`config.mk`:
```
export PLATFORM = sky130hd
export DESIGN_NAME = lineEngine
export DESIGN_NICKNAME = d
export VERILOG_FILES = /design/src/rtl/lineEnginePkg.sv /design/src/rtl/lineRegs.sv /design/src/rtl/lineSetup.sv /design/src/rtl/bresenhamStepper.sv /design/src/rtl/pixelWriter.sv /design/src/rtl/lineControl.sv /design/src/rtl/lineEngine.sv
export SDC_FILE = /design/constraint.sdc
export NUM_CORES = 1
export LEC_CHECK = 0
export BUFFER_PORTS_ARGS = -buffer_cell sky130_fd_sc_hd__buf_2
export CORE_UTILIZATION = 30
export CTS_CLUSTER_DIAMETER = 120
export DETAILED_ROUTE_END_ITERATION = 8
export PLACE_DENSITY = 0.49
export SETUP_SLACK_MARGIN = 0.15
export SLEW_MARGIN = 15
export SYNTH_ARGS = -nofsm -noshare
export SYNTH_HDL_FRONTEND = slang
export SYNTH_SLANG_ARGS = --single-unit
```
`constraint.sdc`:
```
create_clock -name clk -period 10.3 [get_ports clk]
set_input_delay 0.515 -clock clk [delete_from_list [all_inputs] [get_ports clk]]
set_output_delay 0.515 -clock clk [all_outputs]
set_load 0.005 [all_outputs]
```
`src/rtl/lineEnginePkg.sv`:
```
package lineEnginePkg;

	// coordinate space is 1024 x 1024
	localparam int coordW = 10;
	// 8'h00, R, G, B
	localparam int colorW = 32;
	localparam int addrW = 31;
	// one write beat plus its active-low byte mask
	localparam int dataW = 128;
	localparam int maskW = 16;

	// host-programmed line parameters
	typedef struct packed {
		logic [coordW-1:0] x0;
		logic [coordW-1:0] y0;
		logic [coordW-1:0] x1;
		logic [coordW-1:0] y1;
		logic [colorW-1:0] color;
		logic [31:0] frameBase;
	} lineCmd;

	// line after the steep swap and endpoint ordering
	typedef struct packed {
		logic steep;
		logic [coordW-1:0] startX;
		logic [coordW-1:0] startY;
		logic [coordW-1:0] endX;
		logic [coordW-1:0] deltaX;
		logic [coordW-1:0] deltaY;
		// set when the minor axis counts down
		logic yStep;
	} lineGeom;

	// current pixel, major axis always increasing
	typedef struct packed {
		logic [coordW-1:0] major;
		logic [coordW-1:0] minor;
		logic steep;
	} pixelPos;

	typedef enum logic [2:0] {
		IDLE,
		SETUP,
		SEND1,
		SEND2,
		UPDATE
	} ctrlState;

endpackage

```
`src/rtl/lineRegs.sv`:
```
`timescale 1ns/10ps

module lineRegs import lineEnginePkg::*; (
	input logic clk,
	input logic rst,
	input logic [coordW-1:0] point,
	input logic x0Valid,
	input logic y0Valid,
	input logic x1Valid,
	input logic y1Valid,
	input logic colorValid,
	input logic [colorW-1:0] color,
	input logic trigger,
	input logic [31:0] frameBase,
	output lineCmd cmd
);

	// each field has its own strobe, so several can land in one cycle
	always_ff @(posedge clk) begin
		if (rst) begin
			cmd <= '0;
		end else begin
			if (x0Valid) begin
				cmd.x0 <= point;
			end
			if (y0Valid) begin
				cmd.y0 <= point;
			end
			if (x1Valid) begin
				cmd.x1 <= point;
			end
			if (y1Valid) begin
				cmd.y1 <= point;
			end
			if (colorValid) begin
				cmd.color <= color;
			end
			// frame base follows each trigger so the host may move it per line
			if (trigger) begin
				cmd.frameBase <= frameBase;
			end
		end
	end

endmodule

```
`src/rtl/lineSetup.sv`:
```
`timescale 1ns/10ps

module lineSetup import lineEnginePkg::*; (
	input logic clk,
	input logic rst,
	input lineCmd cmd,
	input logic loadGeom,
	output lineGeom geom
);

	logic [coordW-1:0] absDx;
	logic [coordW-1:0] absDy;
	logic steep;
	logic [coordW-1:0] a0;
	logic [coordW-1:0] b0;
	logic [coordW-1:0] a1;
	logic [coordW-1:0] b1;
	lineGeom nextGeom;

	assign absDx = (cmd.x1 > cmd.x0) ? cmd.x1 - cmd.x0 : cmd.x0 - cmd.x1;
	assign absDy = (cmd.y1 > cmd.y0) ? cmd.y1 - cmd.y0 : cmd.y0 - cmd.y1;
	assign steep = absDy > absDx;

	// a is the major axis, b the minor one
	assign a0 = steep ? cmd.y0 : cmd.x0;
	assign b0 = steep ? cmd.x0 : cmd.y0;
	assign a1 = steep ? cmd.y1 : cmd.x1;
	assign b1 = steep ? cmd.x1 : cmd.y1;

	always_comb begin
		nextGeom.steep = steep;
		// draw from the lower major coordinate upward
		if (a0 > a1) begin
			nextGeom.startX = a1;
			nextGeom.startY = b1;
			nextGeom.endX = a0;
			nextGeom.yStep = b1 > b0;
		end else begin
			nextGeom.startX = a0;
			nextGeom.startY = b0;
			nextGeom.endX = a1;
			nextGeom.yStep = b0 > b1;
		end
		nextGeom.deltaX = nextGeom.endX - nextGeom.startX;
		nextGeom.deltaY = (b1 > b0) ? b1 - b0 : b0 - b1;
	end

	// held stable for the whole line while the host reloads cmd
	always_ff @(posedge clk) begin
		if (rst) begin
			geom <= '0;
		end else if (loadGeom) begin
			geom <= nextGeom;
		end
	end

endmodule

```
`src/rtl/bresenhamStepper.sv`:
```
`timescale 1ns/10ps

module bresenhamStepper import lineEnginePkg::*; (
	input logic clk,
	input logic rst,
	input lineGeom geom,
	input logic loadStart,
	input logic step,
	output pixelPos pos,
	output logic lastPixel
);

	// error term stays in [0, deltaX) so it needs no sign bit
	logic [coordW-1:0] err;
	logic minorMove;

	assign minorMove = err < geom.deltaY;

	always_ff @(posedge clk) begin
		if (rst) begin
			pos <= '0;
			err <= '0;
		end else if (loadStart) begin
			pos.major <= geom.startX;
			pos.minor <= geom.startY;
			pos.steep <= geom.steep;
			err <= geom.deltaX >> 1;
		end else if (step) begin
			pos.major <= pos.major + 1'b1;
			if (minorMove) begin
				if (geom.yStep) begin
					pos.minor <= pos.minor - 1'b1;
				end else begin
					pos.minor <= pos.minor + 1'b1;
				end
				err <= err + geom.deltaX - geom.deltaY;
			end else begin
				err <= err - geom.deltaY;
			end
		end
	end

	// sampled by the controller in UPDATE, before the step lands
	assign lastPixel = pos.major >= geom.endX;

endmodule

```
`src/rtl/pixelWriter.sv`:
```
`timescale 1ns/10ps

module pixelWriter import lineEnginePkg::*; (
	input lineCmd cmd,
	input pixelPos pos,
	input logic beatHigh,
	output logic [addrW-1:0] afAddr,
	output logic [dataW-1:0] wdfData,
	output logic [maskW-1:0] wdfMask
);

	logic [coordW-1:0] row;
	logic [coordW-1:0] col;
	logic [2:0] lane;
	// byte enables across the full 32-byte block, active high
	logic [2*maskW-1:0] laneEn;

	// a steep line runs along y, so major is the screen row
	assign row = pos.steep ? pos.major : pos.minor;
	assign col = pos.steep ? pos.minor : pos.major;

	// 8-pixel block address, 32 bytes per block
	assign afAddr = {6'b0, cmd.frameBase[27:22], row, col[coordW-1:3], 2'b0};

	assign lane = col[2:0];
	assign laneEn = {4'hf, {(2*maskW-4){1'b0}}} >> {lane, 2'b00};

	// lanes 0-3 go out in the upper beat, lanes 4-7 in the lower one
	assign wdfMask = beatHigh ? ~laneEn[2*maskW-1:maskW] : ~laneEn[maskW-1:0];

	assign wdfData = {4{cmd.color}};

endmodule

```
`src/rtl/lineControl.sv`:
```
`timescale 1ns/10ps

module lineControl import lineEnginePkg::*; (
	input logic clk,
	input logic rst,
	input logic trigger,
	input logic afFull,
	input logic wdfFull,
	input logic lastPixel,
	output logic ready,
	output logic loadGeom,
	output logic loadStart,
	output logic step,
	output logic beatHigh,
	output logic afWrEn,
	output logic wdfWrEn
);

	ctrlState state;
	ctrlState nextState;
	logic send1Go;
	logic send2Go;

	// address and upper beat need room in both FIFOs at once
	assign send1Go = (state == SEND1) && !afFull && !wdfFull;
	assign send2Go = (state == SEND2) && !wdfFull;

	always_comb begin
		nextState = state;
		case (state)
			IDLE: begin
				if (trigger) begin
					nextState = SETUP;
				end
			end
			SETUP: nextState = SEND1;
			SEND1: begin
				if (send1Go) begin
					nextState = SEND2;
				end
			end
			SEND2: begin
				if (send2Go) begin
					nextState = UPDATE;
				end
			end
			UPDATE: nextState = lastPixel ? IDLE : SEND1;
			default: nextState = IDLE;
		endcase
	end

	always_ff @(posedge clk) begin
		if (rst) begin
			state <= IDLE;
		end else begin
			state <= nextState;
		end
	end

	assign ready = state == IDLE;
	// trigger while busy falls through here
	assign loadGeom = ready && trigger;
	assign loadStart = state == SETUP;
	assign step = state == UPDATE;
	assign beatHigh = state == SEND1;
	assign afWrEn = send1Go;
	assign wdfWrEn = send1Go || send2Go;

endmodule

```
`src/rtl/lineEngine.sv`:
```
`timescale 1ns/10ps

module lineEngine import lineEnginePkg::*; (
	input logic clk,
	input logic rst,
	input logic [coordW-1:0] point,
	input logic x0Valid,
	input logic y0Valid,
	input logic x1Valid,
	input logic y1Valid,
	input logic colorValid,
	input logic [colorW-1:0] color,
	input logic trigger,
	input logic [31:0] frameBase,
	output logic ready,
	input logic afFull,
	input logic wdfFull,
	output logic [addrW-1:0] afAddr,
	output logic afWrEn,
	output logic [dataW-1:0] wdfData,
	output logic [maskW-1:0] wdfMask,
	output logic wdfWrEn
);

	lineCmd cmd;
	lineGeom geom;
	pixelPos pos;
	logic loadGeom;
	logic loadStart;
	logic step;
	logic beatHigh;
	logic lastPixel;

	// only a trigger taken in IDLE may move the frame base
	lineRegs i_lineRegs (
		.clk(clk),
		.rst(rst),
		.point(point),
		.x0Valid(x0Valid),
		.y0Valid(y0Valid),
		.x1Valid(x1Valid),
		.y1Valid(y1Valid),
		.colorValid(colorValid),
		.color(color),
		.trigger(loadGeom),
		.frameBase(frameBase),
		.cmd(cmd)
	);

	lineSetup i_lineSetup (
		.clk(clk),
		.rst(rst),
		.cmd(cmd),
		.loadGeom(loadGeom),
		.geom(geom)
	);

	bresenhamStepper i_bresenhamStepper (
		.clk(clk),
		.rst(rst),
		.geom(geom),
		.loadStart(loadStart),
		.step(step),
		.pos(pos),
		.lastPixel(lastPixel)
	);

	pixelWriter i_pixelWriter (
		.cmd(cmd),
		.pos(pos),
		.beatHigh(beatHigh),
		.afAddr(afAddr),
		.wdfData(wdfData),
		.wdfMask(wdfMask)
	);

	lineControl i_lineControl (
		.clk(clk),
		.rst(rst),
		.trigger(trigger),
		.afFull(afFull),
		.wdfFull(wdfFull),
		.lastPixel(lastPixel),
		.ready(ready),
		.loadGeom(loadGeom),
		.loadStart(loadStart),
		.step(step),
		.beatHigh(beatHigh),
		.afWrEn(afWrEn),
		.wdfWrEn(wdfWrEn)
	);

endmodule

```
# Word level (Yosys, flattened, before mapping)

Cells that the tools add are included.
Widths: inputs -> output; s select.

Bits in registers: 186
Output and inout bits: 178
Word-level logic and storage cells: 87

Add/sub/neg operators: 13
$lt $le $gt $ge: 8
Equal/unequal tests: 7
Shifts and indexed selects: 1
Mux-type cells: 24
Bitwise operators: 2
Reductions and logical operators: 13

Operators with widths:

| kind                  | number |
|---|---|
| $mux 10               | 12 |
| $sub 10x10->10        | 9 |
| $gt 10x10->1          | 6 |
| $mux 20               | 2 |
| $not 16->16           | 2 |
| $shr 32x5->32 const A | 1 |
| $mux 30               | 1 |
| $add 10x1->10 const B | 2 |
| $mux 9                | 2 |
| $mux 16               | 1 |
| $pmux 3 s5            | 1 |
| $add 10x10->10        | 1 |
| $ge 10x10->1          | 1 |
| $lt 10x10->1          | 1 |
| $sub 10x1->10 const B | 1 |
| $mux 3                | 3 |
| $eq 3x2->1 const B    | 2 |
| $logic_and 1x1->1     | 4 |
| $ne 2x1->1 const B    | 2 |
| $reduce_bool 2->1     | 2 |
| $eq 3x1->1 const B    | 1 |
| $eq 3x3->1 const B    | 1 |
| $logic_not 3->1       | 1 |
| $reduce_and 3->1      | 1 |
| 7 further kinds       | 8 |

# Logic depth before layout (Yosys ltp)

Gate-level depths: netlist of the first run.

Depth after elaboration: 7
Mapped depth: 43

# Hierarchy

Synthesis of the first run repeated with hierarchy kept, for this count alone.

Cell total of the unflattened synthesis: 1836
Area total of the unflattened synthesis: 15134.5 um2

Modules (own cells, without submodules):

| module           | times used | cells an instance | area an instance (um2) |
|---|---|---|---|
| lineSetup        | 1          | 868               | 6442.4 |
| lineRegs         | 1          | 336               | 3787.4 |
| bresenhamStepper | 1          | 420               | 3256.9 |
| pixelWriter      | 1          | 187               | 1470.2 |
| lineControl      | 1          | 25                | 177.7 |

# Worst setup path after synthesis of the first run

Ideal clock, no wire load.

Kind: reg2reg
From: register i_lineRegs.cmd[64] (netlist name)
To: register i_lineSetup.geom[8] (netlist name)
Data arrival time: 8355 ps
Data required time: 10221 ps
Setup slack: 1866 ps
Stages on the path, launching flop included: 43
Buffers on the path: 5
Path through: dfxtp_1 inv_1 ha_1 inv_1 fa_1 a21o_1 a21o_1 a21o_1 a21o_1 a21o_1 a21oi_1 o21ai_1 clkbuf_1 mux2_2 a21oi_1 o211ai_1 a31oi_1 xnor2_1 [... 7 more ...] clkbuf_1 buf_1 nand2_1 o21ai_0 inv_1 ha_1 nor2b_1 o21ai_0 a21boi_0 o21ai_0 a21oi_1 o21a_1 o2111a_1 nor2_2 mux2_2 o21bai_1 or4b_2 o211ai_1

Cells in the longest elaborated chain, start to end: 6

RTL lines:

| element                                               | RTL line                         | source |
|---|---|---|
| $sub 10x10->10 / $gt 10x10->1 (equally long branches) | lineSetup.sv:21                  | `assign absDy = (cmd.y1 > cmd.y0) ? cmd.y1 - cmd.y0 : cmd.y0 - cmd.y1;` |
| $mux 10                                               | lineSetup.sv:21                  |  |
| $gt 10x10->1                                          | lineSetup.sv:22                  | `assign steep = absDy > absDx;` |
| $mux 10 (on tied branches)                            | lineSetup.sv:26, lineSetup.sv:28 |  |
| $sub 10x10->10 / $gt 10x10->1 (equally long branches) | lineSetup.sv:45                  | `nextGeom.deltaY = (b1 > b0) ? b1 - b0 : b0 - b1;` |
| $mux 10 *                                             | lineSetup.sv:45                  |  |

Mark *: on every way between the ends. The rest lies on a longest branch, timed or not.
A chain may end at the register's enable or synchronous reset.

# Final worst setup path of the first run

From: register i_lineRegs.cmd[85] (netlist name)
To: register i_lineSetup.geom[17] (netlist name)

Cells in the longest elaborated chain, start to end: 7

RTL lines:

| element                                               | RTL line                         | source |
|---|---|---|
| $sub 10x10->10 / $gt 10x10->1 (equally long branches) | lineSetup.sv:21                  |  |
| $mux 10                                               | lineSetup.sv:21                  |  |
| $gt 10x10->1                                          | lineSetup.sv:22                  |  |
| $mux 10 (on tied branches)                            | lineSetup.sv:25, lineSetup.sv:27 |  |
| $gt 10x10->1                                          | lineSetup.sv:33                  | `if (a0 > a1) begin` |
| $mux 30 *                                             | lineSetup.sv:33                  |  |
| $sub 10x10->10 *                                      | lineSetup.sv:44                  | `nextGeom.deltaX = nextGeom.endX - nextGeom.startX;` |

Marks and branches as above.

==> results of run 1 <==
report_power, final:
| group | total, µW | switching [µW] | internal, µW |
|---|---|---|---|
| Clock | 666 | 280 | 386 |
| Combinational | 3030 | 1820 | 1210 |
| Sequential | 846 | 103 | 742 |
| Total | 4540 | 2200 | 2340 |
final cells by class:
class | instances | area, µm² | area share, %
multi-input combinational | 1196 | 8439 | 56.76
sequential | 164 | 3283 | 22.08
timing repair buffer | 244 | 1270 | 8.542
tap | 592 | 740.7 | 4.982
inverter | 143 | 536.8 | 3.610
clock buffer | 19 | 442.9 | 2.979
clock inverter | 11 | 152.6 | 1.027
antenna | 1 | 2.502 | 0.01683
state kept, by name (all words and copies together), names as in the netlist:
register                count
i_lineRegs.cmd             78
i_bresenhamStepper.pos     21
i_lineControl.state         3
i_bresenhamStepper.err     10
i_lineSetup.geom           52
per-stage QoR:
step | hold WS [ps] | util [%] | std cells | total power (µW) | instance area, µm²
floorplan | 428.8 | - | 1737 | 3158 | 13720
global placement | 438.7 | 31.90 | 2336 | 3797 | 14230
detailed placement | 445.2 | 31.90 | 2336 | 3839 | 14230
CTS | 262.4 | 33.24 | 2366 | 4528 | 14830
global route | 270.8 | 33.33 | 2370 | 4949 | 14870
finish | 285.2 | 33.33 | 2370 | 4543 | 14870
metal layers:
metal	wire (µm)	GRT usage (%)
met1	18010	21.56
met3	1744	3.242
met4	1086	5.745
met5	13	0
met2	18130	27.50
final timing paths:
kind | from | to | slack (ps) | cells after the start
worst max-delay path | i_lineRegs.cmd[85]$_SDFFE_PP0P_ | i_lineSetup.geom[17]$_SDFFE_PP0P_ | 940 | 39
worst min-delay path | frameBase[22] | i_lineRegs.cmd[22]$_SDFFE_PP0P_ | 290 | 3
worst max register to register | i_lineRegs.cmd[85]$_SDFFE_PP0P_ | i_lineSetup.geom[17]$_SDFFE_PP0P_ | 940 | 39
worst min register to register | i_lineRegs.cmd[23]$_SDFFE_PP0P_ | i_lineRegs.cmd[23]$_SDFFE_PP0P_ | 450 | 2
timing repair:
item,CTS,global route
setup buffers,0,2
endpoints found under the hold margin,0,0
resized for setup,0,4
endpoints found under the setup margin,0,4
worst max-delay path: cells and delay by family, from the launching register on:
| kind | cells | cell delay [ps] |
|---|---|---|
| XOR/XNOR | 1 | 120 |
| adder cells (fa/ha/maj) | 4 | 1360 |
| buffers and inverters | 3 | 580 |
| AND/OR/NAND/NOR | 7 | 1250 |
| AO/OA/AOI/OAI | 22 | 4720 |
| flip-flops | 1 | 490 |
| multiplexers | 2 | 680 |
cell usage in the layout (no fill, tap or decap), drive strengths merged, types with 17 or more instances in the layout:
master / instances
dfxtp: 164
xnor2: 38
mux2i: 110
nor3: 23
nor2: 164
o211ai: 37
inv: 145
o21ai: 69
buf: 244
fa: 17
clkbuf: 19
nand3: 20
ha: 115
nand2: 164
a211oi: 20
a21oi: 132
mux2: 30
a21o: 37
cell families (layout without fill, tap and decap cells):
group,Yosys count,in the layout,share of synthesized area [%]
buffers and inverters,378,417,14.83
other,1,9,0.02738
adder cells (fa/ha/maj),134,134,13.14
XOR/XNOR,51,51,3.262
flip-flops,164,164,23.97
AND/OR/NAND/NOR,464,464,15.16
multiplexers,140,140,10.53
AO/OA/AOI/OAI,398,399,19.08
==> results_dict.tcl, run 1 <==
set metrics [dict create \
    status "complete, no violations" \
    rows 77 \
    drc 0 \
    die-area_mm2 0.04651 \
    cts.sinks 164 \
    root_buffer "clkbuf_16" \
    synth_area_leader_cell "dfxtp_1" \
    fin_skew_ps 14.39 \
    worstMarginPinSlew_ps 1183 \
    die_w_um 215.7 \
    syn_to_final_growth_pct 8.570 \
    initial_utilization_pct 30.70 \
    place_hpwl_um 30230 \
    yosysMostFrequentCell "dfxtp_1" \
    clk_latency_ps 460 \
    synth_enable_flop_cells 0 \
    cpPeakStageDelay_ps 490 \
    synth_cell_type_count 81 \
    avgSynthCellArea_um2 7.916 \
    tns_ps 0 \
    power.density_mw_per_mm2 305.6 \
    start_kind "flop" \
    crit_top_cell "a21o_1" \
    vdd_drop_max_mv 0.1969 \
    setup_viol 0 \
    final_max_slew_viol_count 0 \
    min_period_ps 9365 \
    hold_class "in -> reg" \
    die_h_um 215.7 \
    ys.flop_type "dfxtp_1" \
    grt_max_degree 94 \
    post-place-ws_ps 753.6 \
    grt_usage_pct 16.67 \
    dr_total_vias 11660 \
    htreeDepth 4 \
    cts_tree "built" \
    drt_pass1_iterations 6 \
    ctsHoldBuffers 0 \
    cts_buffers 17 \
    arrival_ps 9680 \
    dr.first_iter.drc_count 652 \
    p_leak_uw 0.006770 \
    hold_violations 0 \
    cts.reportedPaths.clkPinSlew_ps 70 \
    syn-cell-area_mm2 0.01369 \
    route.antenna.remaining_nets 0 \
    synth_seq_cells 164 \
    critical_path_class "reg -> reg" \
    pin_count 262 \
    place_congestion 0.8900 \
    fillers 4760 \
    maxCapViolCount 0 \
    slew_headroom_pct 20.82 \
    grt_pass1_wl_um 60780 \
    fin_ws_ps 935.1 \
    grt_pass1_vias 11050 \
    syn_inst 1730 \
    io_buffers 227 \
    wl_per_cell_um 16.45 \
    yosysWarnings 0 \
    end_kind "flop" \
    synth.area.top_cells "dfxtp_1 24%, ha_1 11%, buf_4 8.4%" \
    rsz0062_at_grt "no" \
    nNetsFinal 1982 \
    yosys-top-cells-count "164 x dfxtp_1, 163 x nand2_1, 162 x nor2_1" \
    max_freq_mhz 106.8 \
    drive_above_1_share_pct 18.63 \
    clk_path_buf_depth 2 \
    via_per_inst 4.921 \
    yosysSeqAreaShare_pct 23.97 \
    wl_um 38980 \
    crit_required_ps 10610 \
    gr-total-overflow 0 \
    crit_path_max_fanout 10 \
    core_area_mm2 0.04461 \
    async_flop_share_pct 0 \
    antenna_found_initial 3 \
    synth.top_cell.area_share_pct 23.97 \
    post-route-period-util_pct 90.92 \
    cp_slowest_cell "dfxtp_1" \
]
No activity file was read; power rests on OpenSTA's default activity.
==> inputs of run 2 (changes only) <==
BUFFER_PORTS_ARGS = unset   (was -buffer_cell sky130_fd_sc_hd__buf_2)
CORE_UTILIZATION = 57   (was 30)
DONT_BUFFER_PORTS = 1   (was unset)
MAX_ROUTING_LAYER = met4   (was unset)
PLACE_DENSITY = 0.72   (was 0.49)
==> run 2 against run 1 <==
Critical path depth is 3 lower. Largest power group unchanged. Global-route usage increased by 11 points. Die area shrank 47%. Highest routed layer is now met4. Non-clock buffer count shrank 233.
==> results_dict.tcl, run 2 (synthesis gave the netlist of run 1 again) <==
set metrics [dict create \
    syn_to_final_growth_pct -2.403 \
    htreeDepth 4 \
    drc 0 \
    drive_above_1_share_pct 6.343 \
    post-route-period-util_pct 91.77 \
    place_hpwl_um 25130 \
    busiest_layer "met2" \
    wl_um 33380 \
    arrival_ps 9810 \
    antenna_found_initial 0 \
    p_leak_uw 0.005724 \
    via_per_inst 5.904 \
    cts_buffers 17 \
    cp_slowest_cell "or4b_2" \
    crit_top_cell "a21o_1" \
    start_kind "flop" \
    clk_latency_ps 440 \
    fin_skew_ps 19.15 \
    route.antenna.remaining_nets 0 \
    max_freq_mhz 105.8 \
    slew_headroom_pct 29.46 \
    hold_class "in -> reg" \
    initial_utilization_pct 58.17 \
    dpl_cell_area_mm2 0.01273 \
    status "complete, no violations" \
    clk_path_buf_depth 2 \
    maxCapViolCount 0 \
    rsz0062_at_grt "no" \
    core_area_mm2 0.02354 \
    drt_pass1_iterations 5 \
    largest_reg_flops 78 \
    grt_pass1_wl_um 52470 \
    place_congestion 0.9765 \
    gr-usage-met2_pct 45.97 \
    cts.sinks 164 \
    critical_path_class "reg -> reg" \
    rows 56 \
    insertedDiodeCount 0 \
    regMostFlops "i_lineRegs.cmd" \
    nNetsFinal 1748 \
    cts_tree "built" \
    largestRegisters "i_lineRegs.cmd (78), i_lineSetup.geom (52), i_bresenhamStepper.pos (21)" \
    wl_per_cell_um 17.91 \
    min_period_ps 9452 \
    worstMarginPinSlew_ps 1054 \
    fin_hold_ws_ps 175.0 \
    pin_count 262 \
    die-area_mm2 0.02465 \
    dr.first_iter.drc_count 681 \
    io_buffers 0 \
    grt_max_degree 171 \
    die_w_um 157 \
    root_buffer "clkbuf_16" \
    final_max_slew_viol_count 0 \
    cts_resized 0 \
    grt_pass1_vias 10110 \
    die_h_um 157 \
    crit_path_max_fanout 32 \
    dr_total_vias 11010 \
    grt_usage_pct 27.96 \
    setup_viol 0 \
    power.density_mw_per_mm2 330.5 \
    final_common_cell "dfxtp_1" \
    end_kind "flop" \
    ctsHoldBuffers 0 \
    cts.reportedPaths.clkPinSlew_ps 80 \
    post_cts_buffers 0 \
    gr-total-overflow 0 \
    crit_required_ps 10660 \
    layout_common_cells "164 x dfxtp_1, 162 x nor2_1, 162 x nand2_1" \
    hold_violations 0 \
    met1_usage_pct 35.96 \
    cpPeakStageDelay_ps 610 \
    met3_usage_pct 3.497 \
    tns_ps 0 \
    vdd_drop_max_mv 0.1699 \
    final_area_mm2 0.01337 \
]
run 2: changes by cell type in the layout (fill, tap and decap cells not counted), moves of 2 or more:
cell,change
inv_8,+5
clkinv_4,-2
inv_6,+2
clkinvlp_4,-2
buf_4,-7
buf_2,-226
run 2: layer usage:
metal	vias to the layer above	part of all wire (%)	wire [µm]
met5	-	0	0
met4	0	1.9	641
met3	46	4.8	1615
met1	5248	45	15130
li1	5392	-	-
met2	319	48	16000
run 2: where the power goes:
group	leakage (µW)	switching (µW)	internal [µW]
registers	0.00135	106	742
logic	0.00407	1710	1160
clock network	0.000311	305	395
total	0.00572	2120	2300
run 2: cell type report:
class / instances / area [µm²]
Tap cell: 319 / 399.1
Clock inverter: 15 / 210.2
Multi-Input combinational cell: 1195 / 8416
Sequential cell: 164 / 3283
Inverter: 143 / 536.8
Timing Repair Buffer: 11 / 95.09
Clock buffer: 17 / 425.4
Fill cell: 2183 / 10180
run 2: path summary, 6_finish.rpt:
kind | startpoint | endpoint | slack, ps | cells past startpoint
setup reg to reg | i_lineRegs.cmd[85]$_SDFFE_PP0P_ | i_lineSetup.geom[8]$_SDFFE_PP0P_ | 850 | 36
setup / recovery | i_lineRegs.cmd[85]$_SDFFE_PP0P_ | i_lineSetup.geom[8]$_SDFFE_PP0P_ | 850 | 36
hold reg to reg | i_lineSetup.geom[27]$_SDFFE_PP0P_ | i_lineSetup.geom[27]$_SDFFE_PP0P_ | 460 | 2
hold / removal | rst | i_lineRegs.cmd[67]$_SDFFE_PP0P_ | 180 | 1
run 2: through the flow:
step / setup slack [ps] / utilization, % / instances / power, µW
2_1_floorplan: 1866 / - / 1737 / 3158
6_report: 847.5 / 56.77 / 1864 / 4417
3_5_place_dp: 1019 / 54.07 / 1832 / 3678
4_1_cts: 945.1 / 56.77 / 1864 / 4397
3_3_place_gp: 1083 / 54.07 / 1832 / 3622
5_1_grt: 250.5 / 56.77 / 1864 / 4774
run 2: critical path: cells and delay by family (launching register included):
family	cells	cell delay (ps)
AOI/OAI and AO/OA	22	5160
xor gates and xnor gates	1	90
adders and majority gates	3	1120
buffers and inverters	3	480
DFF	1	470
muxes	1	400
and+or+nand+nor	6	1620
